===== src/rtl/wb_map_pkg.sv =====
package wb_map_pkg;

   // region codes, top nibble of the bus address
   localparam logic [3:0] REG_RAM   = 4'h0;
   localparam logic [3:0] REG_IO    = 4'h4;
   localparam logic [3:0] REG_TIMER = 4'h8;

   localparam int RAM_WORDS = 2048;
   localparam int RAM_AW    = 11; // log2 of RAM_WORDS

   // word offsets inside the i/o region
   localparam logic [11:0] IO_GPIO  = 12'd0;
   localparam logic [11:0] IO_PRINT = 12'd1;
   localparam logic [11:0] IO_HALT  = 12'd2;

   // word offsets inside the timer region
   localparam logic [11:0] TMR_MTIME    = 12'd0;
   localparam logic [11:0] TMR_MTIMECMP = 12'd1;

endpackage


===== src/rtl/wb_bus_pkg.sv =====
package wb_bus_pkg;

   localparam int WB_AW = 32;
   localparam int WB_DW = 32;
   localparam int WB_SW = 4;

   // one address, seen whole or split into fields
   typedef union packed {
      logic [WB_AW-1:0] raw;
      struct packed {
         logic [3:0]  region;   // slave select
         logic [13:0] unused;
         logic [11:0] word;     // register or ram word
         logic [1:0]  byte_off;
      } fields;
   } wb_addr_u;

endpackage

===== src/rtl/wb_bus_if.sv =====
`timescale 1ns/10ps

interface wb_bus_if;
   import wb_bus_pkg::*;

   wb_addr_u         adr;
   logic [WB_DW-1:0] dat_w;
   logic [WB_SW-1:0] sel;
   logic             we;
   logic             cyc;   // also serves as stb
   logic [WB_DW-1:0] dat_r;
   logic             ack;

   modport master (
      output adr, dat_w, sel, we, cyc,
      input  dat_r, ack
   );

   modport slave (
      input  adr, dat_w, sel, we, cyc,
      output dat_r, ack
   );

endinterface


===== src/rtl/riscv_timer.sv =====
`timescale 1ns/10ps

module riscv_timer (
   input  logic    wb_clk,
   input  logic    wb_rst,
   wb_bus_if.slave i_bus,
   output logic    o_irq
);
   import wb_bus_pkg::*;
   import wb_map_pkg::*;

   logic [WB_DW-1:0] mtime;
   logic [WB_DW-1:0] mtimecmp;
   logic [WB_DW-1:0] rdat_q;
   logic             ack_q;
   logic             irq_q;
   logic             cmp_wr;

   assign cmp_wr = i_bus.cyc & i_bus.we & ~ack_q
                   & (i_bus.adr.fields.word == TMR_MTIMECMP);

   always_ff @(posedge wb_clk) begin
      if (wb_rst) begin
         mtime    <= '0;
         mtimecmp <= '1;    // no interrupt until programmed
         ack_q    <= 1'b0;
         irq_q    <= 1'b0;
      end else begin
         mtime <= mtime + 1'b1;
         if (cmp_wr) begin
            mtimecmp <= i_bus.dat_w;
         end
         ack_q <= i_bus.cyc & ~ack_q;
         irq_q <= (mtime >= mtimecmp); // unsigned
      end
   end

   always_ff @(posedge wb_clk) begin
      case (i_bus.adr.fields.word)
         TMR_MTIME:    rdat_q <= mtime;
         TMR_MTIMECMP: rdat_q <= mtimecmp;
         default:      rdat_q <= '0;
      endcase
   end

   assign i_bus.dat_r = rdat_q;
   assign i_bus.ack   = ack_q;
   assign o_irq       = irq_q;

endmodule


===== src/flat_wrapper.sv =====
// flat-port wrapper written by rule: the top's interface ports become plain ports
module riscv_timer_flat import wb_bus_pkg::*; import wb_map_pkg::*;
  (wb_clk, wb_rst, o_irq, i_bus_adr, i_bus_dat_w, i_bus_sel, i_bus_we, i_bus_cyc, i_bus_dat_r, i_bus_ack);
  wb_bus_if i_bus_i ();
  input  logic wb_clk;
  input  logic wb_rst;
  output logic o_irq;
  input wire logic [$bits(i_bus_i.adr)-1:0] i_bus_adr;
  input wire logic [$bits(i_bus_i.dat_w)-1:0] i_bus_dat_w;
  input wire logic [$bits(i_bus_i.sel)-1:0] i_bus_sel;
  input wire logic [$bits(i_bus_i.we)-1:0] i_bus_we;
  input wire logic [$bits(i_bus_i.cyc)-1:0] i_bus_cyc;
  output wire logic [$bits(i_bus_i.dat_r)-1:0] i_bus_dat_r;
  output wire logic [$bits(i_bus_i.ack)-1:0] i_bus_ack;
  assign i_bus_i.adr = i_bus_adr;
  assign i_bus_i.dat_w = i_bus_dat_w;
  assign i_bus_i.sel = i_bus_sel;
  assign i_bus_i.we = i_bus_we;
  assign i_bus_i.cyc = i_bus_cyc;
  assign i_bus_dat_r = i_bus_i.dat_r;
  assign i_bus_ack = i_bus_i.ack;
  riscv_timer u_core (.wb_clk(wb_clk), .wb_rst(wb_rst), .i_bus(i_bus_i), .o_irq(o_irq));
endmodule

===== config.mk =====
export PLATFORM = sky130hd
export DESIGN_NAME = riscv_timer_flat
export DESIGN_NICKNAME = d
export VERILOG_FILES = /design/src/rtl/wb_map_pkg.sv /design/src/rtl/wb_bus_pkg.sv /design/src/rtl/wb_bus_if.sv /design/src/rtl/riscv_timer.sv /design/src/flat_wrapper.sv
export SDC_FILE = /design/constraint.sdc
export NUM_CORES = 1
export LEC_CHECK = 0
export ABC_AREA = 1
export BUFFER_PORTS_ARGS = -buffer_cell sky130_fd_sc_hd__buf_2
export CAP_MARGIN = 0
export CORE_MARGIN = 8
export CORE_UTILIZATION = 55
export CTS_CLUSTER_DIAMETER = 60
export CTS_CLUSTER_SIZE = 20
export DETAILED_ROUTE_END_ITERATION = 10
export PLACE_DENSITY = 0.92
export SKIP_LAST_GASP = 1
export SYNTH_ARGS = -nofsm -noshare
export SYNTH_HDL_FRONTEND = slang
export SYNTH_SLANG_ARGS = --single-unit

===== constraint.sdc =====
create_clock -name wb_clk -period 2.96 [get_ports wb_clk]
set_input_delay 0.296 -clock wb_clk [delete_from_list [all_inputs] [get_ports wb_clk]]
set_output_delay 0.296 -clock wb_clk [all_outputs]
set_load 0.1 [all_outputs]

======== Yosys cells after proc, flatten, opt, wreduce, memory -nomap -nowiden ========
Cells that the tools add are included.
storage, ports and cells
  output and inout bits ................... 34
  bits in registers ....................... 98
operators by class
  add/sub/neg operators ................... 1
  equality and inequality tests ........... 1
  bitwise gates (word level) .............. 5
  order comparisons ....................... 1
  mux-type cells .......................... 1
  reductions and logical operators ........ 1
operators with widths
  cell                                                               number
  32-bit case mux with 2 select lines                                1
  32-bit by 1-bit adder with 32-bit output (second input constant)   1
  32-bit greater-or-equal comparator                                 1
  12-bit by 1-bit == test with 1-bit output (second input constant)  1
  12-bit logical NOT                                                 1
  1-bit bitwise AND                                                  4
  1-bit NOT                                                          1

======== Logic depth before layout (Yosys ltp) ========
Gate-level depths: netlist of the first run.
  word-level depth ........................ 3
  gate-level depth with buffers ........... 13

======== Worst setup path after synthesis of the first run ========
OpenSTA, ideal clock, no wires.
  path kind ............................... register -> register
  start ................................... reg u_core.ack_q (netlist: u_core.i_bus.ack)
  end ..................................... reg u_core.mtimecmp[0]
  cell stages (with the launch flop) ...... 6
  setup slack ............................. 1.122 ns
  arrival time ............................ 1.775 ns
  library setup time ...................... 0.064 ns
  buffers on the path ..................... 1
  required time ........................... 2.896 ns
  period minus slack after synthesis ...... 1.838 ns
  cell sequence ........................... dfxtp_1 -> nor2_1 -> nand2_1 -> clkbuf_1 -> nand2_1 -> nand3_1
between the ends
  word-level cells in the longest chain between the ends .. 3
ends and longest elaborated chain
  item                      line               text
  start: declaration        riscv_timer.sv:15  logic ack_q;
  start signal: assignment  riscv_timer.sv:33  ack_q <= i_bus.cyc & ~ack_q;
  1-bit NOT                 riscv_timer.sv:19  assign cmp_wr = i_bus.cyc & i_bus.we & ~ack_q
  1-bit bitwise AND         riscv_timer.sv:19
  1-bit bitwise AND         riscv_timer.sv:20  & (i_bus.adr.fields.word == TMR_MTIMECMP);
  end signal: assignment    riscv_timer.sv:31  mtimecmp <= i_bus.dat_w;
  end: declaration          riscv_timer.sv:13  logic [WB_DW-1:0] mtimecmp;
Every way passes these cells.
A chain may end at the register's enable or synchronous reset.

======== Final worst setup path of the first run ========
  start ................................... reg u_core.mtime[0]
  end ..................................... reg u_core.mtime[20]
between the ends
  word-level cells in the longest chain between the ends .. 1
ends and longest elaborated chain
  item                                      line               text
  start: declaration                        riscv_timer.sv:12  logic [WB_DW-1:0] mtime;
  start signal: assignment                  riscv_timer.sv:29  mtime <= mtime + 1'b1;
  32-bit by 1-bit adder with 32-bit output  riscv_timer.sv:29
Every way passes these cells.

==> out/qor.txt, run 1 <==
final hold vios = 0
# setup viols final = 0
crit share post-route = 61.1%
WP data arrival = 2050 ps
starting density of the core = 56.7%
clk_lat worst skew = 370 ps
Cell variety after synth = 28
TNS Setup = 0 ps
final slew viol count = 0
EDFF count, synth = 0
Max FO, Critical Path = 6
crit path launch type = flip-flop
Post-CTS Hold Fix Bufs = 0
CTS tree = built
fmax = 0.553 GHz
total power = 2.33 mW
ys async rst share = 0%
syn nets = 742
global-route wire length before repair = 20.7 mm
GP Congestion = 0.948
htree depth = 3
clk root buf = clkbuf_8
Die H = 108 microns
port buffer count = 81
Seq cells post-synth = 98
first-pass iteration count of the detailed router = 5
Register Area = 1960 sq um
Filler cells = 717
Yosys Warn Count = 0
Die Area = 11700 sq um
Chip Width = 108 microns
Total GRT Usage = 21.7%
cts bufs inserted = 9
routed via count = 4575
Longest Clk Path Bufs = 2
Tmin final = 1810 ps
unrepaired setup endpoints after global routing = false
leakage = 2.76 nW
initial DRC count = 265
commonest non-fill, non-tap cell in the layout = nand2_1
Primary FF master, synth = dfxtp_1
post-layout utilization of the core = 65.3%
vias in the first global route = 4651
layout cells sized above 1 = 15.9%
Max Clock Skew = 7.37 ps
Routed WL = 12.4 mm
area grow syn2layout = 15.2%
Clock transition at path regs = 90 ps
DRC viols = 0
Post-CTS Resized = 0
Wirelength per Cell = 15.1 microns
Power Dens Cells = 434 nW/um^2
Routed Antenna Nets = 0
Rel. slew slack = 27.2%
crit path kind = reg -> reg
Placement Rows = 33
Ports = 106
worst vdd ir = 0.292 mV
commonest cells after routing, fill and taps aside = nand2_1 (136), dfxtp_1 (98), inv_1 (87)
Remaining Overflow, GRT = 0
synthesized cell area = 4660 sq um
clock sink total = 98
core area = 8220 sq um
Tightest Hold Check Type = in -> reg
Multi-input gate area = 2290 sq um
Final nets = 817
drt via density = 5.57
initial antenna violation count = 0
largest net degree at the start of global routing = 45
Least-Margin Pin Slew = 1090 ps
Final HPWL DP = 9.16 mm
Required @ worst endpoint = 3210 ps
Setup crit end kind = flip-flop
diode count = 0
Syn Inst Count = 637
max-cap violation count = 0
post-CTS setup buffer count = 0
Syn Area/Cell = 7.32 sq um
Seq/Total Area, Yosys = 42.1%
status = complete, no violations
==> per-layer routing <==
layer	GRT usage, %	routed length [microns]
met5	0	0
met4	12.2	387
met3	4.64	948
met2	37.1	6100
met1	24.5	4960
==> flip-flops by register name, indices dropped and copies added, names as in the netlist <==
name and cells:
u_core.mtimecmp 32, u_core.mtime 32, u_core.i_bus.dat_r 32, u_core.i_bus.ack 1, u_core.o_irq 1
==> worst max-delay path, stage by stage, from the launching register on <==
cell     delay, ps
dfxtp_1        410
ha_1           210
nand2_1         70
inv_1          120
nand3_2        150
nor2_2         240
nand2_1        150
nor2_1         140
xor2_1         150
nor2_1          50
==> where the power goes <==
| part | total, mW | switching (mW) | internal, mW | leakage (nW) |
|---|---|---|---|---|
| clock network | 0.920 | 0.461 | 0.459 | 0.112 |
| logic | 0.0855 | 0.0520 | 0.0335 | 1.85 |
| registers | 1.33 | 0.00538 | 1.32 | 0.791 |
| total | 2.33 | 0.518 | 1.81 | 2.76 |
==> kinds of logic after synthesis <==
kind of cell               synth area share, %
buffers and inverters                     8.94
xor gates and xnor gates                 0.751
adders and majority gates                 8.86
DFF                                       42.1
and+or+nand+nor                           28.8
AOI/OAI and AO/OA                         10.6
==> stage by stage <==
| step | hold slack, ps | instance area, sq um | std cells | worst slack, ps |
|---|---|---|---|---|
| after floorplan | 366 | 4660 | 637 | 1120 |
| after global placement | 442 | 5150 | 806 | 1100 |
| after detailed placement | 444 | 5150 | 806 | 984 |
| after CTS | 158 | 5370 | 822 | 1190 |
| after global routing | 167 | 5370 | 822 | 1020 |
| final | 162 | 5370 | 822 | 1150 |
==> cells in the mapped netlist (2+ instances only) <==
| master | number | area share, % |
|---|---|---|
| nor2_1 | 52 | 4.2 |
| nor3_1 | 13 | 1.4 |
| nand4_1 | 7 | 0.94 |
| o21a_1 | 2 | 0.32 |
| nand3_1 | 82 | 8.8 |
| clkbuf_1 | 17 | 1.4 |
| a21oi_1 | 38 | 4.1 |
| o21ai_0 | 16 | 1.7 |
| inv_1 | 87 | 7.0 |
| ha_1 | 33 | 8.9 |
| nand2_1 | 136 | 11 |
| buf_2 | 3 | 0.32 |
| nand2_2 | 2 | 0.27 |
| nor3_2 | 3 | 0.64 |
| dfxtp_1 | 98 | 42 |
| nand3_2 | 2 | 0.43 |
| a21o_1 | 2 | 0.32 |
| o22ai_1 | 31 | 4.2 |
| xor2_1 | 4 | 0.75 |
==> layout make-up <==
type / instances / share of cell area [%]
Clock buffer: 12 / 3.08
Timing Repair Buffer: 85 / 8.11
Tap cell: 105 / 2.45
Multi-Input combinational cell: 429 / 42.7
Sequential cell: 98 / 36.5
Clock inverter: 4 / 0.909
Inverter: 89 / 6.22
==> worst paths after layout <==
| check | from | end | slack (ps) | cells after the start |
|---|---|---|---|---|
| hold reg to reg | u_core.mtimecmp[6]$_SDFFE_PP1P_ | u_core.mtimecmp[6]$_SDFFE_PP1P_ | 460 | 2 |
| setup / recovery | u_core.mtime[0]$_SDFF_PP0_ | u_core.mtime[20]$_SDFF_PP0_ | 1150 | 9 |
| setup reg to reg | u_core.mtime[0]$_SDFF_PP0_ | u_core.mtime[20]$_SDFF_PP0_ | 1150 | 9 |
| hold / removal | i_bus_dat_w[13] | u_core.mtimecmp[13]$_SDFFE_PP1P_ | 160 | 3 |
Power figures use the tool's default switching activity.
==> run 2: changes to the inputs <==
--- a/config.mk
+++ b/config.mk
@@ -5,15 +5,15 @@
 export SDC_FILE = /design/constraint.sdc
 export NUM_CORES = 1
 export LEC_CHECK = 0
-export ABC_AREA = 1
+export ABC_AREA = 0
 export BUFFER_PORTS_ARGS = -buffer_cell sky130_fd_sc_hd__buf_2
 export CAP_MARGIN = 0
 export CORE_MARGIN = 8
-export CORE_UTILIZATION = 55
+export CORE_UTILIZATION = 53
 export CTS_CLUSTER_DIAMETER = 60
 export CTS_CLUSTER_SIZE = 20
 export DETAILED_ROUTE_END_ITERATION = 10
-export PLACE_DENSITY = 0.92
+export PLACE_DENSITY = 0.9
 export SKIP_LAST_GASP = 1
 export SYNTH_ARGS = -nofsm -noshare
 export SYNTH_HDL_FRONTEND = slang
==> constraint.sdc (replaced) <==
create_clock -name wb_clk -period 1.7 [get_ports wb_clk]
set_input_delay 0.17 -clock wb_clk [delete_from_list [all_inputs] [get_ports wb_clk]]
set_output_delay 0.17 -clock wb_clk [all_outputs]
set_load 0.1 [all_outputs]
==> run 2 against run 1 <==
Against the previous run: the run now ends with negative hold slack, negative setup slack left; combinational power rose by 100%; final cell count is 15% lower; count of clock-buffer cells in the layout is 2 lower; register-to-register slack lost 1200 ps; critical endpoint is now u_core.mtime[22]$_SDFF_PP0_; worst hold slack worse by 170 ps; synthesized area is 7.2% lower; synthesized cell count decreased by 29%; critical path depth shrank 1; routed wire length fell by 0.61%; non-clock buffer count rose by 67; setup slack worse by 1200 ps; fmax rose by 2.6%.
==> out/qor.txt, run 2 <==
TNS Setup = -265 ps (-265 ps)
Clk network pwr share = 39.5% (about the same)
Synth area leader = dfxtp_1
Max FO, Critical Path = 8 (+2)
final hold vios = 3 (+3)
htree depth = 3 (unchanged)
clk root buf = clkbuf_8
unrepaired setup endpoints after global routing = true
Wirelength per Cell = 17.6 microns (+17%)
first-pass iteration count of the detailed router = 5 (unchanged)
buffers and inverters on the worst path = 3 (+2)
starting density of the core = 53.7% (-3.0 points)
largest net degree at the start of global routing = 33 (-27%)
global-route wire length before repair = 18.3 mm (-12%)
post-layout utilization of the core = 73.2% (+7.9 points)
status = finished with violations
Placement Rows = 33 (unchanged)
Power Dens Cells = 694 nW/um^2 (+60%)
setup slack, reg-to-reg = -60 ps (-1210 ps)
final slew viol count = 0 (unchanged)
Reg power frac = 56.3% (-0.6 points)
Syn Inst Count = 451 (-29%)
Cell variety after synth = 39 (+39%)
Rel. slew slack = 67.3% (+40 points)
worst vdd ir = 0.381 mV (+30%)
Chip Width = 106 microns (-1.6%)
Int Pwr = 3.12 mW (+72%)
crit share post-route = 104% (+43 points)
Register Area = 2010 sq um (+2.2%)
final worst slack = -61.4 ps (-1210 ps)
vias in the first global route = 3988 (-14%)
syn nets = 556 (-25%)
Logic pwr share = 4.2% (+0.5 points)
ys async rst share = 0% (unchanged)
count leader, synth = dfxtp_1
Max Clock Skew = 11.6 ps (+4.21 ps)
commonest non-fill, non-tap cell in the layout = buf_2
Required @ worst endpoint = 1960 ps (-1250 ps)
Tmin final = 1760 ps (-46.0 ps)
fmax = 0.568 GHz (+2.6%)
core area = 8050 sq um (-2.0%)
Total GRT Usage = 19.6% (-2.1 points)
WP data arrival = 2020 ps (-30 ps)
Least-Margin Pin Slew = 491 ps (-599 ps)
Crit path largest cell delay = 370 ps (-40 ps)
Die Area = 11300 sq um (-3.2%)
Ports = 106 (unchanged)
post-synth top area share = 45.4% (+3.3 points)
Longest Clk Path Bufs = 2 (unchanged)
Syn Area/Cell = 9.59 sq um (+31%)
Net Switching = 0.968 mW (+87%)
Multi-input gate area = 2400 sq um (+4.7%)
Filler cells = 509 (-29%)
Seq cells post-synth = 98 (unchanged)
routed via count = 4007 (-12%)
CP Cell Sequence = buf_6, nand4_1, nor4_4, buf_4, buf_6, nand4_1, xor2_1, nor2_1
clock sink total = 98 (unchanged)
Tightest Hold Check Type = in -> reg
Remaining Overflow, GRT = 0 (unchanged)
initial DRC count = 252 (-4.9%)
Yosys Warn Count = 0 (unchanged)
GP Congestion = 0.865 (-8.8%)
max-cap violation count = 0 (unchanged)
slowest CP cell = dfxtp_2
commonest cells after routing, fill and taps aside = buf_2 (81), dfxtp_1 (71), nor2_1 (62)
CTS tree = built
initial antenna violation count = 0 (unchanged)
CP top delay family = simple AND/OR/NAND/NOR gates
Primary FF master, synth = dfxtp_1
drt via density = 5.72 (+2.7%)
failing checks = negative hold slack, negative setup slack
crit path kind = reg -> reg
total power = 4.09 mW (+75%)
leakage = 2.80 nW (+1.6%)
DRC viols = 0 (unchanged)
layout cells sized above 1 = 38.6% (+23 points)
port buffer count = 81 (unchanged)
Setup Slack @ Placement = -305 ps (-1290 ps)
diode count = 0 (unchanged)
synthesized cell area = 4330 sq um (-7.2%)
# setup viols final = 7 (+7)
hold slack = -5.78 ps (-168 ps)
EDFF count, synth = 0 (unchanged)
Net Sw Frac = 23.7% (+1.4 points)
Seq/Total Area, Yosys = 45.4% (+3.3 points)
clk_lat worst skew = 380 ps (about the same)
Routed Antenna Nets = 0 (unchanged)
Die H = 106 microns (-1.6%)
Final HPWL DP = 7.83 mm (-15%)
largest cells by area after synthesis = dfxtp_1 (45%), ha_1 (9.5%), a211o_1 (6.7%), a22o_1 (6.5%), nor2_1 (5.7%)
Routed WL = 12.3 mm (-0.61%)
cts bufs inserted = 9 (unchanged)
Setup crit end kind = flip-flop
crit path launch type = flip-flop
most instantiated cells after synthesis = dfxtp_1 (98), nor2_1 (66), a211o_1 (33), ha_1 (33)
area grow syn2layout = 36.3%
Clock transition at path regs = 100 ps (about the same)
Final nets = 696 (-15%)
## run 2: cell type report
type	count	area share (%)
Clock buffer	10	2.33
Timing Repair Buffer	152	17.4
Clock inverter	6	1.23
Sequential cell	98	34.0
Inverter	32	2.04
Multi-Input combinational cell	298	40.7
Tap cell	105	2.23
## run 2: logic make-up after synthesis
group / count (synthesis) / share of synthesized area [%]
XOR/XNOR: 27 / 5.47
flip-flops: 98 / 45.4
adder cells (fa/ha/maj): 33 / 9.55
AND/OR/NAND/NOR: 145 / 16.8
AO/OA/AOI/OAI: 93 / 17.2
buffers and inverters: 55 / 5.67
## run 2: timing repair
item	4_1_cts	5_1_grt
pin swaps	12	23
hold endpoints to repair	9	4
hold buffers	9	4
resized for setup	37	48
buffers inserted	2	8
gates cloned	0	0
endpoints found under the setup margin	9	17
## run 2: worst paths after layout
check	from	to	cells after the start
max	u_core.mtime[19]$_SDFF_PP0_	u_core.mtime[22]$_SDFF_PP0_	8
min reg2reg	u_core.i_bus.ack$_SDFF_PP0_	u_core.i_bus.ack$_SDFF_PP0_	1
min	i_bus_dat_w[8]	u_core.mtimecmp[8]$_SDFFE_PP1P_	2
max reg2reg	u_core.mtime[19]$_SDFF_PP0_	u_core.mtime[22]$_SDFF_PP0_	8
## run 2: power groups by stage
stage	clock network [mW]	registers, mW	logic [mW]
after floorplan	0	2.38	0.0411
after global placement	0	2.36	0.135
after detailed placement	0	2.36	0.140
after CTS	1.59	2.31	0.157
after global routing	1.71	2.31	0.187
final	1.61	2.30	0.172
## run 2: stage by stage
stage / cell area (sq um) / instances
2_1_floorplan: 4330 / 451
3_3_place_gp: 5140 / 662
3_5_place_dp: 5140 / 662
4_1_cts: 5590 / 689
5_1_grt: 5900 / 701
6_report: 5900 / 701
## run 2: worst reg2reg max path, stage by stage (launching register included)
cell and delay, ps:
dfxtp_2 370, buf_6 100, nand4_1 190, nor4_4 280, buf_4 190, buf_6 130, nand4_1 120, xor2_1 190
nor2_1 60
## run 2: layer usage
metal	share of wire [%]	up-vias	GRT usage (%)
li1	-	1884	-
met1	40	1932	22.1
met2	50	162	34.4
met3	7.0	29	4.42
met4	2.7	0	9.05
met5	0	-	0
