--- config.mk ---
export PLATFORM = sky130hd
export DESIGN_NAME = wb_intercon_flat
export DESIGN_NICKNAME = d
export VERILOG_FILES = /design/src/rtl/wb_map_pkg.sv /design/src/rtl/wb_bus_pkg.sv /design/src/rtl/wb_bus_if.sv /design/src/rtl/wb_intercon.sv /design/src/flat_wrapper.sv
export SDC_FILE = /design/constraint.sdc
export NUM_CORES = 1
export LEC_CHECK = 0
export BUFFER_PORTS_ARGS = -buffer_cell sky130_fd_sc_hd__buf_4
export CAP_MARGIN = 20
export CELL_PAD_IN_SITES_DETAIL_PLACEMENT = 0
export CELL_PAD_IN_SITES_GLOBAL_PLACEMENT = 1
export CORE_AREA = 2 2 200 202
export CTS_CLUSTER_DIAMETER = 50
export DETAILED_ROUTE_END_ITERATION = 10
export DIE_AREA = 0 0 202 204
export PLACE_DENSITY_LB_ADDON = 0.1
export SLEW_MARGIN = 5
export SYNTH_ARGS = -nofsm -noshare
export SYNTH_HDL_FRONTEND = slang
export SYNTH_SLANG_ARGS = --single-unit
export TNS_END_PERCENT = 30
--- constraint.sdc ---
create_clock -name wb_clk -period 2.93 [get_ports wb_clk]
set_clock_uncertainty 0.2 [all_clocks]
set_input_delay 0.1465 -clock wb_clk [delete_from_list [all_inputs] [get_ports wb_clk]]
set_output_delay 0.1465 -clock wb_clk [all_outputs]
set_load 0.05 [all_outputs]
--- src/rtl/wb_map_pkg.sv ---
package wb_map_pkg;

   // region codes, top nibble of the bus address
   localparam logic [3:0] REG_RAM   = 4'h0;
   localparam logic [3:0] REG_IO    = 4'h4;
   localparam logic [3:0] REG_TIMER = 4'h8;

   localparam int RAM_WORDS = 2048;
   localparam int RAM_AW    = 11; // log2 of RAM_WORDS

   // word offsets inside the i/o region
   localparam logic [11:0] IO_GPIO  = 12'd0;
   localparam logic [11:0] IO_PRINT = 12'd1;
   localparam logic [11:0] IO_HALT  = 12'd2;

   // word offsets inside the timer region
   localparam logic [11:0] TMR_MTIME    = 12'd0;
   localparam logic [11:0] TMR_MTIMECMP = 12'd1;

endpackage

--- src/rtl/wb_bus_pkg.sv ---
package wb_bus_pkg;

   localparam int WB_AW = 32;
   localparam int WB_DW = 32;
   localparam int WB_SW = 4;

   // one address, seen whole or split into fields
   typedef union packed {
      logic [WB_AW-1:0] raw;
      struct packed {
         logic [3:0]  region;   // slave select
         logic [13:0] unused;
         logic [11:0] word;     // register or ram word
         logic [1:0]  byte_off;
      } fields;
   } wb_addr_u;

endpackage
--- src/rtl/wb_bus_if.sv ---
`timescale 1ns/10ps

interface wb_bus_if;
   import wb_bus_pkg::*;

   wb_addr_u         adr;
   logic [WB_DW-1:0] dat_w;
   logic [WB_SW-1:0] sel;
   logic             we;
   logic             cyc;   // also serves as stb
   logic [WB_DW-1:0] dat_r;
   logic             ack;

   modport master (
      output adr, dat_w, sel, we, cyc,
      input  dat_r, ack
   );

   modport slave (
      input  adr, dat_w, sel, we, cyc,
      output dat_r, ack
   );

endinterface

--- src/rtl/wb_intercon.sv ---
`timescale 1ns/10ps

module wb_intercon (
   input logic      wb_clk,
   input logic      wb_rst,
   wb_bus_if.slave  i_ibus,
   wb_bus_if.slave  i_dbus,
   wb_bus_if.master o_ram,
   wb_bus_if.master o_io,
   wb_bus_if.master o_tmr
);
   import wb_bus_pkg::*;
   import wb_map_pkg::*;

   logic [1:0]       gnt_q;    // {dbus, ibus}, zero when idle
   logic             idle;
   logic             sel_d;
   logic             sel_i;
   wb_addr_u         m_adr;
   logic [WB_DW-1:0] m_dat_w;
   logic [WB_SW-1:0] m_sel;
   logic             m_we;
   logic             m_cyc;
   logic             hit_ram;
   logic             hit_io;
   logic             hit_tmr;
   logic             def_cyc;
   logic             def_ack_q;
   logic             s_ack;
   logic [WB_DW-1:0] s_dat_r;

   assign idle  = (gnt_q == 2'b00);
   assign sel_d = gnt_q[1] | (idle & i_dbus.cyc); // dbus wins a tie
   assign sel_i = gnt_q[0] | (idle & ~i_dbus.cyc & i_ibus.cyc);

   assign m_adr   = sel_d ? i_dbus.adr : i_ibus.adr;
   assign m_dat_w = sel_d ? i_dbus.dat_w : i_ibus.dat_w;
   assign m_sel   = sel_d ? i_dbus.sel : i_ibus.sel;
   assign m_we    = sel_d ? i_dbus.we : i_ibus.we;
   assign m_cyc   = (sel_d & i_dbus.cyc) | (sel_i & i_ibus.cyc);

   always_ff @(posedge wb_clk) begin
      if (wb_rst) begin
         gnt_q <= 2'b00;
      end else if (s_ack) begin
         gnt_q <= 2'b00;             // release on the granted ack
      end else if (idle && m_cyc) begin
         gnt_q <= {sel_d, sel_i};
      end
   end

   assign hit_ram = (m_adr.fields.region == REG_RAM);
   assign hit_io  = (m_adr.fields.region == REG_IO);
   assign hit_tmr = (m_adr.fields.region == REG_TIMER);
   assign def_cyc = m_cyc & ~(hit_ram | hit_io | hit_tmr);

   // same request on every slave, only cyc differs
   assign o_ram.adr   = m_adr;
   assign o_ram.dat_w = m_dat_w;
   assign o_ram.sel   = m_sel;
   assign o_ram.we    = m_we;
   assign o_ram.cyc   = m_cyc & hit_ram;
   assign o_io.adr    = m_adr;
   assign o_io.dat_w  = m_dat_w;
   assign o_io.sel    = m_sel;
   assign o_io.we     = m_we;
   assign o_io.cyc    = m_cyc & hit_io;
   assign o_tmr.adr   = m_adr;
   assign o_tmr.dat_w = m_dat_w;
   assign o_tmr.sel   = m_sel;
   assign o_tmr.we    = m_we;
   assign o_tmr.cyc   = m_cyc & hit_tmr;

   always_ff @(posedge wb_clk) begin
      if (wb_rst) begin
         def_ack_q <= 1'b0;
      end else begin
         def_ack_q <= def_cyc & ~def_ack_q; // unmapped space
      end
   end

   assign s_ack = o_ram.ack | o_io.ack | o_tmr.ack | def_ack_q;

   always_comb begin
      case (m_adr.fields.region)
         REG_RAM:   s_dat_r = o_ram.dat_r;
         REG_IO:    s_dat_r = o_io.dat_r;
         REG_TIMER: s_dat_r = o_tmr.dat_r;
         default:   s_dat_r = '0;
      endcase
   end

   assign i_dbus.dat_r = s_dat_r;
   assign i_dbus.ack   = sel_d & s_ack;
   assign i_ibus.dat_r = s_dat_r;
   assign i_ibus.ack   = sel_i & s_ack;

   a_gnt_onehot: assert property (@(posedge wb_clk) disable iff (wb_rst) $onehot0(gnt_q));
   a_ram_ack: assert property (@(posedge wb_clk) disable iff (wb_rst) o_ram.ack |-> o_ram.cyc);
   a_io_ack: assert property (@(posedge wb_clk) disable iff (wb_rst) o_io.ack |-> o_io.cyc);
   a_tmr_ack: assert property (@(posedge wb_clk) disable iff (wb_rst) o_tmr.ack |-> o_tmr.cyc);

endmodule

--- src/flat_wrapper.sv ---
// flat-port wrapper written by rule: the top's interface ports become plain ports
module wb_intercon_flat import wb_bus_pkg::*; import wb_map_pkg::*;
  (wb_clk, wb_rst, i_ibus_adr, i_ibus_dat_w, i_ibus_sel, i_ibus_we, i_ibus_cyc, i_ibus_dat_r, i_ibus_ack, i_dbus_adr, i_dbus_dat_w, i_dbus_sel, i_dbus_we, i_dbus_cyc, i_dbus_dat_r, i_dbus_ack, o_ram_adr, o_ram_dat_w, o_ram_sel, o_ram_we, o_ram_cyc, o_ram_dat_r, o_ram_ack, o_io_adr, o_io_dat_w, o_io_sel, o_io_we, o_io_cyc, o_io_dat_r, o_io_ack, o_tmr_adr, o_tmr_dat_w, o_tmr_sel, o_tmr_we, o_tmr_cyc, o_tmr_dat_r, o_tmr_ack);
  wb_bus_if i_ibus_i ();
  wb_bus_if i_dbus_i ();
  wb_bus_if o_ram_i ();
  wb_bus_if o_io_i ();
  wb_bus_if o_tmr_i ();
  input logic wb_clk;
  input logic wb_rst;
  input wire logic [$bits(i_ibus_i.adr)-1:0] i_ibus_adr;
  input wire logic [$bits(i_ibus_i.dat_w)-1:0] i_ibus_dat_w;
  input wire logic [$bits(i_ibus_i.sel)-1:0] i_ibus_sel;
  input wire logic [$bits(i_ibus_i.we)-1:0] i_ibus_we;
  input wire logic [$bits(i_ibus_i.cyc)-1:0] i_ibus_cyc;
  output wire logic [$bits(i_ibus_i.dat_r)-1:0] i_ibus_dat_r;
  output wire logic [$bits(i_ibus_i.ack)-1:0] i_ibus_ack;
  input wire logic [$bits(i_dbus_i.adr)-1:0] i_dbus_adr;
  input wire logic [$bits(i_dbus_i.dat_w)-1:0] i_dbus_dat_w;
  input wire logic [$bits(i_dbus_i.sel)-1:0] i_dbus_sel;
  input wire logic [$bits(i_dbus_i.we)-1:0] i_dbus_we;
  input wire logic [$bits(i_dbus_i.cyc)-1:0] i_dbus_cyc;
  output wire logic [$bits(i_dbus_i.dat_r)-1:0] i_dbus_dat_r;
  output wire logic [$bits(i_dbus_i.ack)-1:0] i_dbus_ack;
  output wire logic [$bits(o_ram_i.adr)-1:0] o_ram_adr;
  output wire logic [$bits(o_ram_i.dat_w)-1:0] o_ram_dat_w;
  output wire logic [$bits(o_ram_i.sel)-1:0] o_ram_sel;
  output wire logic [$bits(o_ram_i.we)-1:0] o_ram_we;
  output wire logic [$bits(o_ram_i.cyc)-1:0] o_ram_cyc;
  input wire logic [$bits(o_ram_i.dat_r)-1:0] o_ram_dat_r;
  input wire logic [$bits(o_ram_i.ack)-1:0] o_ram_ack;
  output wire logic [$bits(o_io_i.adr)-1:0] o_io_adr;
  output wire logic [$bits(o_io_i.dat_w)-1:0] o_io_dat_w;
  output wire logic [$bits(o_io_i.sel)-1:0] o_io_sel;
  output wire logic [$bits(o_io_i.we)-1:0] o_io_we;
  output wire logic [$bits(o_io_i.cyc)-1:0] o_io_cyc;
  input wire logic [$bits(o_io_i.dat_r)-1:0] o_io_dat_r;
  input wire logic [$bits(o_io_i.ack)-1:0] o_io_ack;
  output wire logic [$bits(o_tmr_i.adr)-1:0] o_tmr_adr;
  output wire logic [$bits(o_tmr_i.dat_w)-1:0] o_tmr_dat_w;
  output wire logic [$bits(o_tmr_i.sel)-1:0] o_tmr_sel;
  output wire logic [$bits(o_tmr_i.we)-1:0] o_tmr_we;
  output wire logic [$bits(o_tmr_i.cyc)-1:0] o_tmr_cyc;
  input wire logic [$bits(o_tmr_i.dat_r)-1:0] o_tmr_dat_r;
  input wire logic [$bits(o_tmr_i.ack)-1:0] o_tmr_ack;
  assign i_ibus_i.adr = i_ibus_adr;
  assign i_ibus_i.dat_w = i_ibus_dat_w;
  assign i_ibus_i.sel = i_ibus_sel;
  assign i_ibus_i.we = i_ibus_we;
  assign i_ibus_i.cyc = i_ibus_cyc;
  assign i_ibus_dat_r = i_ibus_i.dat_r;
  assign i_ibus_ack = i_ibus_i.ack;
  assign i_dbus_i.adr = i_dbus_adr;
  assign i_dbus_i.dat_w = i_dbus_dat_w;
  assign i_dbus_i.sel = i_dbus_sel;
  assign i_dbus_i.we = i_dbus_we;
  assign i_dbus_i.cyc = i_dbus_cyc;
  assign i_dbus_dat_r = i_dbus_i.dat_r;
  assign i_dbus_ack = i_dbus_i.ack;
  assign o_ram_adr = o_ram_i.adr;
  assign o_ram_dat_w = o_ram_i.dat_w;
  assign o_ram_sel = o_ram_i.sel;
  assign o_ram_we = o_ram_i.we;
  assign o_ram_cyc = o_ram_i.cyc;
  assign o_ram_i.dat_r = o_ram_dat_r;
  assign o_ram_i.ack = o_ram_ack;
  assign o_io_adr = o_io_i.adr;
  assign o_io_dat_w = o_io_i.dat_w;
  assign o_io_sel = o_io_i.sel;
  assign o_io_we = o_io_i.we;
  assign o_io_cyc = o_io_i.cyc;
  assign o_io_i.dat_r = o_io_dat_r;
  assign o_io_i.ack = o_io_ack;
  assign o_tmr_adr = o_tmr_i.adr;
  assign o_tmr_dat_w = o_tmr_i.dat_w;
  assign o_tmr_sel = o_tmr_i.sel;
  assign o_tmr_we = o_tmr_i.we;
  assign o_tmr_cyc = o_tmr_i.cyc;
  assign o_tmr_i.dat_r = o_tmr_dat_r;
  assign o_tmr_i.ack = o_tmr_ack;
  wb_intercon u_core (.wb_clk(wb_clk), .wb_rst(wb_rst), .i_ibus(i_ibus_i), .i_dbus(i_dbus_i), .o_ram(o_ram_i), .o_io(o_io_i), .o_tmr(o_tmr_i));
endmodule
* After elaboration in Yosys (flattened, before gate mapping)
Index checks and enable logic that the tools add are counted. W data, S select, Z words.
Storage, ports and cells: bits in registers 3, input bits 241, output and inout bits 276, logic and storage cells 36
Operators by class: eq/ne operators 2, muxes and demuxes 5, bitwise logic cells 23, reductions and logical operators 4
Operator list (number):
- $pmux W32 S3 | 1
- $mux W32 | 2
- $and A1 B1 Y1 | 12
- $or A1 B1 Y1 | 8
- $eq A4 B3 Y1 const B | 1
- $eq A4 B4 Y1 const B | 1
- $logic_not A4 Y1 | 1
- $mux W4 | 1
- $not A1 Y1 | 3
- $logic_not A2 Y1 | 1
- $reduce_or A2 Y1 | 1
- $logic_and A1 B1 Y1 | 1
- $mux W1 | 1

* Logic depth before layout (Yosys ltp)
word-level depth 10, depth in mapped cells 6, gate-level depth less buffers 4

* Worst setup path before layout
Ideal clock, no wire load.
kind flip-flop to output port, start point register u_core.gnt_q[0], end point output o_ram_cyc, data arrival time 2.123 ns, required time 2.584 ns, setup slack 0.461 ns, stages on the path, launching flop included 5, path buffers 1, cells stage by stage dfxtp_1 -> nand2b_1 -> nand4b_1 -> buf_2 -> a21boi_0
Between the ends: word-level cells in the longest chain between the ends 7, elaborated cells on any way between the ends 12, classes of those cells 1 x mux; 9 x bitwise; 2 x reduce/logical
RTL lines:
- start, declared | RTL line wb_intercon.sv:15 | logic [1:0] gnt_q;
- start signal, assigned | RTL line wb_intercon.sv:48 | gnt_q <= {sel_d, sel_i};
- $logic_not A2 Y1 | RTL line wb_intercon.sv:32 | assign idle = (gnt_q == 2'b00);
- $and A1 B1 Y1 (2 in series) | RTL line wb_intercon.sv:34 | assign sel_i = gnt_q[0] | (idle & ~i_dbus.cyc & i_ibus.cyc);
- $or A1 B1 Y1 | RTL line wb_intercon.sv:34
- $and A1 B1 Y1 | RTL line wb_intercon.sv:40 | assign m_cyc = (sel_d & i_dbus.cyc) | (sel_i & i_ibus.cyc);
- $or A1 B1 Y1 | RTL line wb_intercon.sv:40
- $and A1 B1 Y1 * | RTL line wb_intercon.sv:62 | assign o_ram.cyc = m_cyc & hit_ram;
- end, declared | RTL line flat_wrapper.sv:29 | output wire logic [$bits(o_ram_i.cyc)-1:0] o_ram_cyc;
Mark *: on every way between the ends. The rest lies on a longest branch, timed or not.

* Worst setup path in the final report
start point register u_core.gnt_q[0], end point output i_ibus_dat_r[15]
Between the ends: word-level cells in the longest chain between the ends 6, elaborated cells on any way between the ends 8, classes of those cells 2 x eq/ne; 2 x mux; 2 x bitwise; 2 x reduce/logical
RTL lines:
- $logic_not A2 Y1 * | RTL line wb_intercon.sv:32
- $and A1 B1 Y1 * | RTL line wb_intercon.sv:33 | assign sel_d = gnt_q[1] | (idle & i_dbus.cyc);
- $or A1 B1 Y1 * | RTL line wb_intercon.sv:33
- $mux W32 * | RTL line wb_intercon.sv:36 | assign m_adr = sel_d ? i_dbus.adr : i_ibus.adr;
- $eq A4 B4 Y1, or another cell as far along | RTL line wb_intercon.sv:85 | case (m_adr.fields.region)
- $pmux W32 S3 * | RTL line wb_intercon.sv:85
- end, declared | RTL line flat_wrapper.sv:16 | output wire logic [$bits(i_ibus_i.dat_r)-1:0] i_ibus_dat_r;
Marked as above.

==> impl_results.md <==
- Syn_area_per_cell: 8.285 µm²
- Antenna diodes: 0
- Syn-to-layout area delta: 109.4%
- Clock transition at path regs: 30 ps
- Sw Share: 0.6084
- Crit-path most repeated cell: buf_4
- Total CTS buffers: 3
- H-tree levels: 1
- Reg power frac: 0.020
- Synth Register Bits: 3
- Cell taking the most area after synthesis: buf_4
- Leakage: 3.164 nW
- Synth area leaders: buf_4 (43%), mux2_2 (25%), a221o_1 (11%)
- NetSw: 1.397 mW
- Max FO, Critical Path: 33
- Remaining DRCs: 0
- CTS tree: built
- Die X: 202 µm
- Clock network power share: 0.093
- Final Total Pwr: 2.297 mW
- CP peak stage delay: 420 ps
- Drt total wl: 19710 µm
- Drt first pass iters: 4
- CP Launch Point: u_core.gnt_q[0]$_SDFFE_PP0P_
- CTS resizes: 0
- Num rows: 73
- Global-route congestion overflow total: 0
- Worst skew pair latency: 220 ps
- Final Hold Viols: 0
- Number of global-route vias before repair: 3986
- Initial antenna violation count: 0
- Setup bufs post-CTS: 0
- 1st-iter DRT viols: 72
- Yosys warning count: 0
- PortBufs: 516
- Worst hold slack: 67.66 ps
- Vias per cell: 3.092
- DR WL/cell: 16.02 µm
- Post-DRT Antenna Nets: 0
- Die Area: 41210 µm²
- Final net count: 947
- Max Clock Freq: 0.4062 GHz
- Status: complete, no violations
- HPWL after detailed placement: 17680 µm
- Crit path time final: 2462 ps
- R2R Setup Slk: 1040 ps
- Crit path cell chain: nand2b_1 > nand3_2 > a22oi_4 > buf_4 > a221o_1 > buf_4
- Worst r2r src: u_core.gnt_q[0]$_SDFFE_PP0P_
- Max_slew headroom: 0.6497
- Core Area: 39180 µm²
- Setup violators final: 0
- Post-synth top cells: buf_4 (173), mux2_2 (67), a21boi_0 (33), a221o_1 (32), buf_2 (16)
- Die Ht: 204 µm
- Fraction of layout cells with a size suffix above 1: 0.8539
- Power density over the cells: 362.7 nW/µm²
- Setup TNS: 0 ps
- Max cap viols: 0
- Worst Tran Pin Value: 525.5 ps
- Pre-CTS setup slack: 634.4 ps
- Crit-path slowest cell: dfxtp_1
- Post-synth EDFFs: 0
- Worst Hold Class: input pin to flop
- Yosys cell types: 30
- Yosys top cell area share: 0.4295
- Total track usage: 0.08539
- CP arrival: 2120 ps
- I/O pin count: 517
- Maximum VDD drop: 135.7 µV
- Routed vias: 3803
- Clock Tree Buf Depth: 2
- End of the critical path: i_ibus_dat_r[15]
- Mapped Cells: 365
- Main synth FF type: dfxtp_1
- Initial Utilization: 0.07718
- Worst setup path class: flop to primary output
- Async SR Flop Fraction: 0
- Max-slew violations: 0
- CTS Root Cell: clkbuf_16
- FF-to-FF path depth: 5
- Critical Path RT: 2580 ps
- Internal: 0.8994 mW
- Critical path launch point type: flop
- Syn_nets: 606
- R2R Path End: u_core.def_ack_q$_SDFF_PP0_
- Final WS setup: 468.1 ps
- Global-route wire length before repair: 26340 µm
- Final Cycle Share: 0.8402
- Mapped Area: 3024 µm²
- CTS sink cnt: 3
- Sequential fraction of the synthesis area: 0.01986
- Hold_buf cts: 1
- Logic gate share of total power: 0.887
- Gpl congestion: 0.6890
- Largest net degree at the start of global routing: 38
- Crit. End Element: primary output
- RSZ-0062 raised after global routing: false
- Count leader, synth: buf_4
-- critical path, delay by kind of cell, from the launching register on --
family,cells,cell delay [ps]
buf+inv,2,600
flops,1,420
simple gates,2,390
compound gates,2,440
-- cells by family (layout without fill, tap and decap cells) --
kind of cell / count (synthesis) / after routing / share of synthesized area
multiplexers: 67 / 67 / 0.2495
AND/OR/NAND/NOR: 27 / 27 / 0.05337
buffers and inverters: 191 / 531 / 0.4584
flip-flops: 3 / 3 / 0.01986
AO/OA/AOI/OAI: 77 / 77 / 0.2189
-- final cells by class --
type	count	area, µm²
multi-input cells	171	1585
well taps	525	656.9
flip-flops and latches	3	60.06
inverters	2	7.507
repair buffers	525	3944
clock buffers	4	78.83
fillers	4478	32850
-- state kept, by name (all words and copies together), names as in the netlist --
signal and flops:
u_core.def_ack_q 1, u_core.gnt_q 2
-- how the worst min path moves through the flow --
| stage | from | end | slack [ps] | depth (start not counted) |
|---|---|---|---|---|
| floorplan | wb_rst | u_core.gnt_q[1]$_SDFFE_PP0P_ | 20 | 1 |
| global placement | wb_rst | u_core.gnt_q[1]$_SDFFE_PP0P_ | 150 | 2 |
| detailed placement | wb_rst | u_core.gnt_q[0]$_SDFFE_PP0P_ | 140 | 2 |
| CTS | o_io_ack | u_core.gnt_q[1]$_SDFFE_PP0P_ | 60 | 3 |
| global route | o_io_ack | u_core.gnt_q[1]$_SDFFE_PP0P_ | 90 | 3 |
| finish | o_io_ack | u_core.gnt_q[1]$_SDFFE_PP0P_ | 70 | 3 |
-- power groups by stage --
stage	Combinational, mW	Sequential (mW)	Clock, mW
after global placement	2.08	0.0459	0
final	2.04	0.0454	0.215
after global routing	2.12	0.0455	0.223
after CTS	2.07	0.0453	0.219
after detailed placement	2.06	0.0458	0
after floorplan	1.53	0.0447	0
-- layer usage --
metal,global-route usage,vias to the layer above,routed length (µm)
met5,0,-,0
met4,0.01471,0,153
met3,0.02280,4,1691
met2,0.1846,240,11810
met1,0.07819,1736,6049
li1,-,1823,-
-- metrics by stage --
step	instance area, µm²	instances	utilization
2_1_floorplan	3024	365	-
3_3_place_gp	6243	1225	0.1593
3_5_place_dp	6243	1225	0.1593
4_1_cts	6332	1230	0.1616
5_1_grt	6332	1230	0.1616
6_report	6332	1230	0.1616
-- placed cells by master (no fill, tap or decap) --
master,count
a21boi_0,33
a221o_1,32
a22oi_1,2
a22oi_4,1
a31oi_1,1
and2_1,2
buf_4,524
clkbuf_1,1
clkbuf_16,3
dfxtp_1,3
dlygate4sd3_1,1
inv_1,1
inv_2,1
mux2_2,67
nand2_1,2
nand2b_1,1
nand3_1,2
nand3_2,1
nand3b_1,1
nand4_1,1
nand4b_1,1
nor2_1,6
nor2_4,1
nor2b_4,1
nor3_1,5
nor4_1,2
o21a_1,1
o21ai_0,2
o21ai_1,1
o21ai_2,3
o311a_1,1
or4_1,1
No activity file was read; power rests on OpenSTA's default activity.
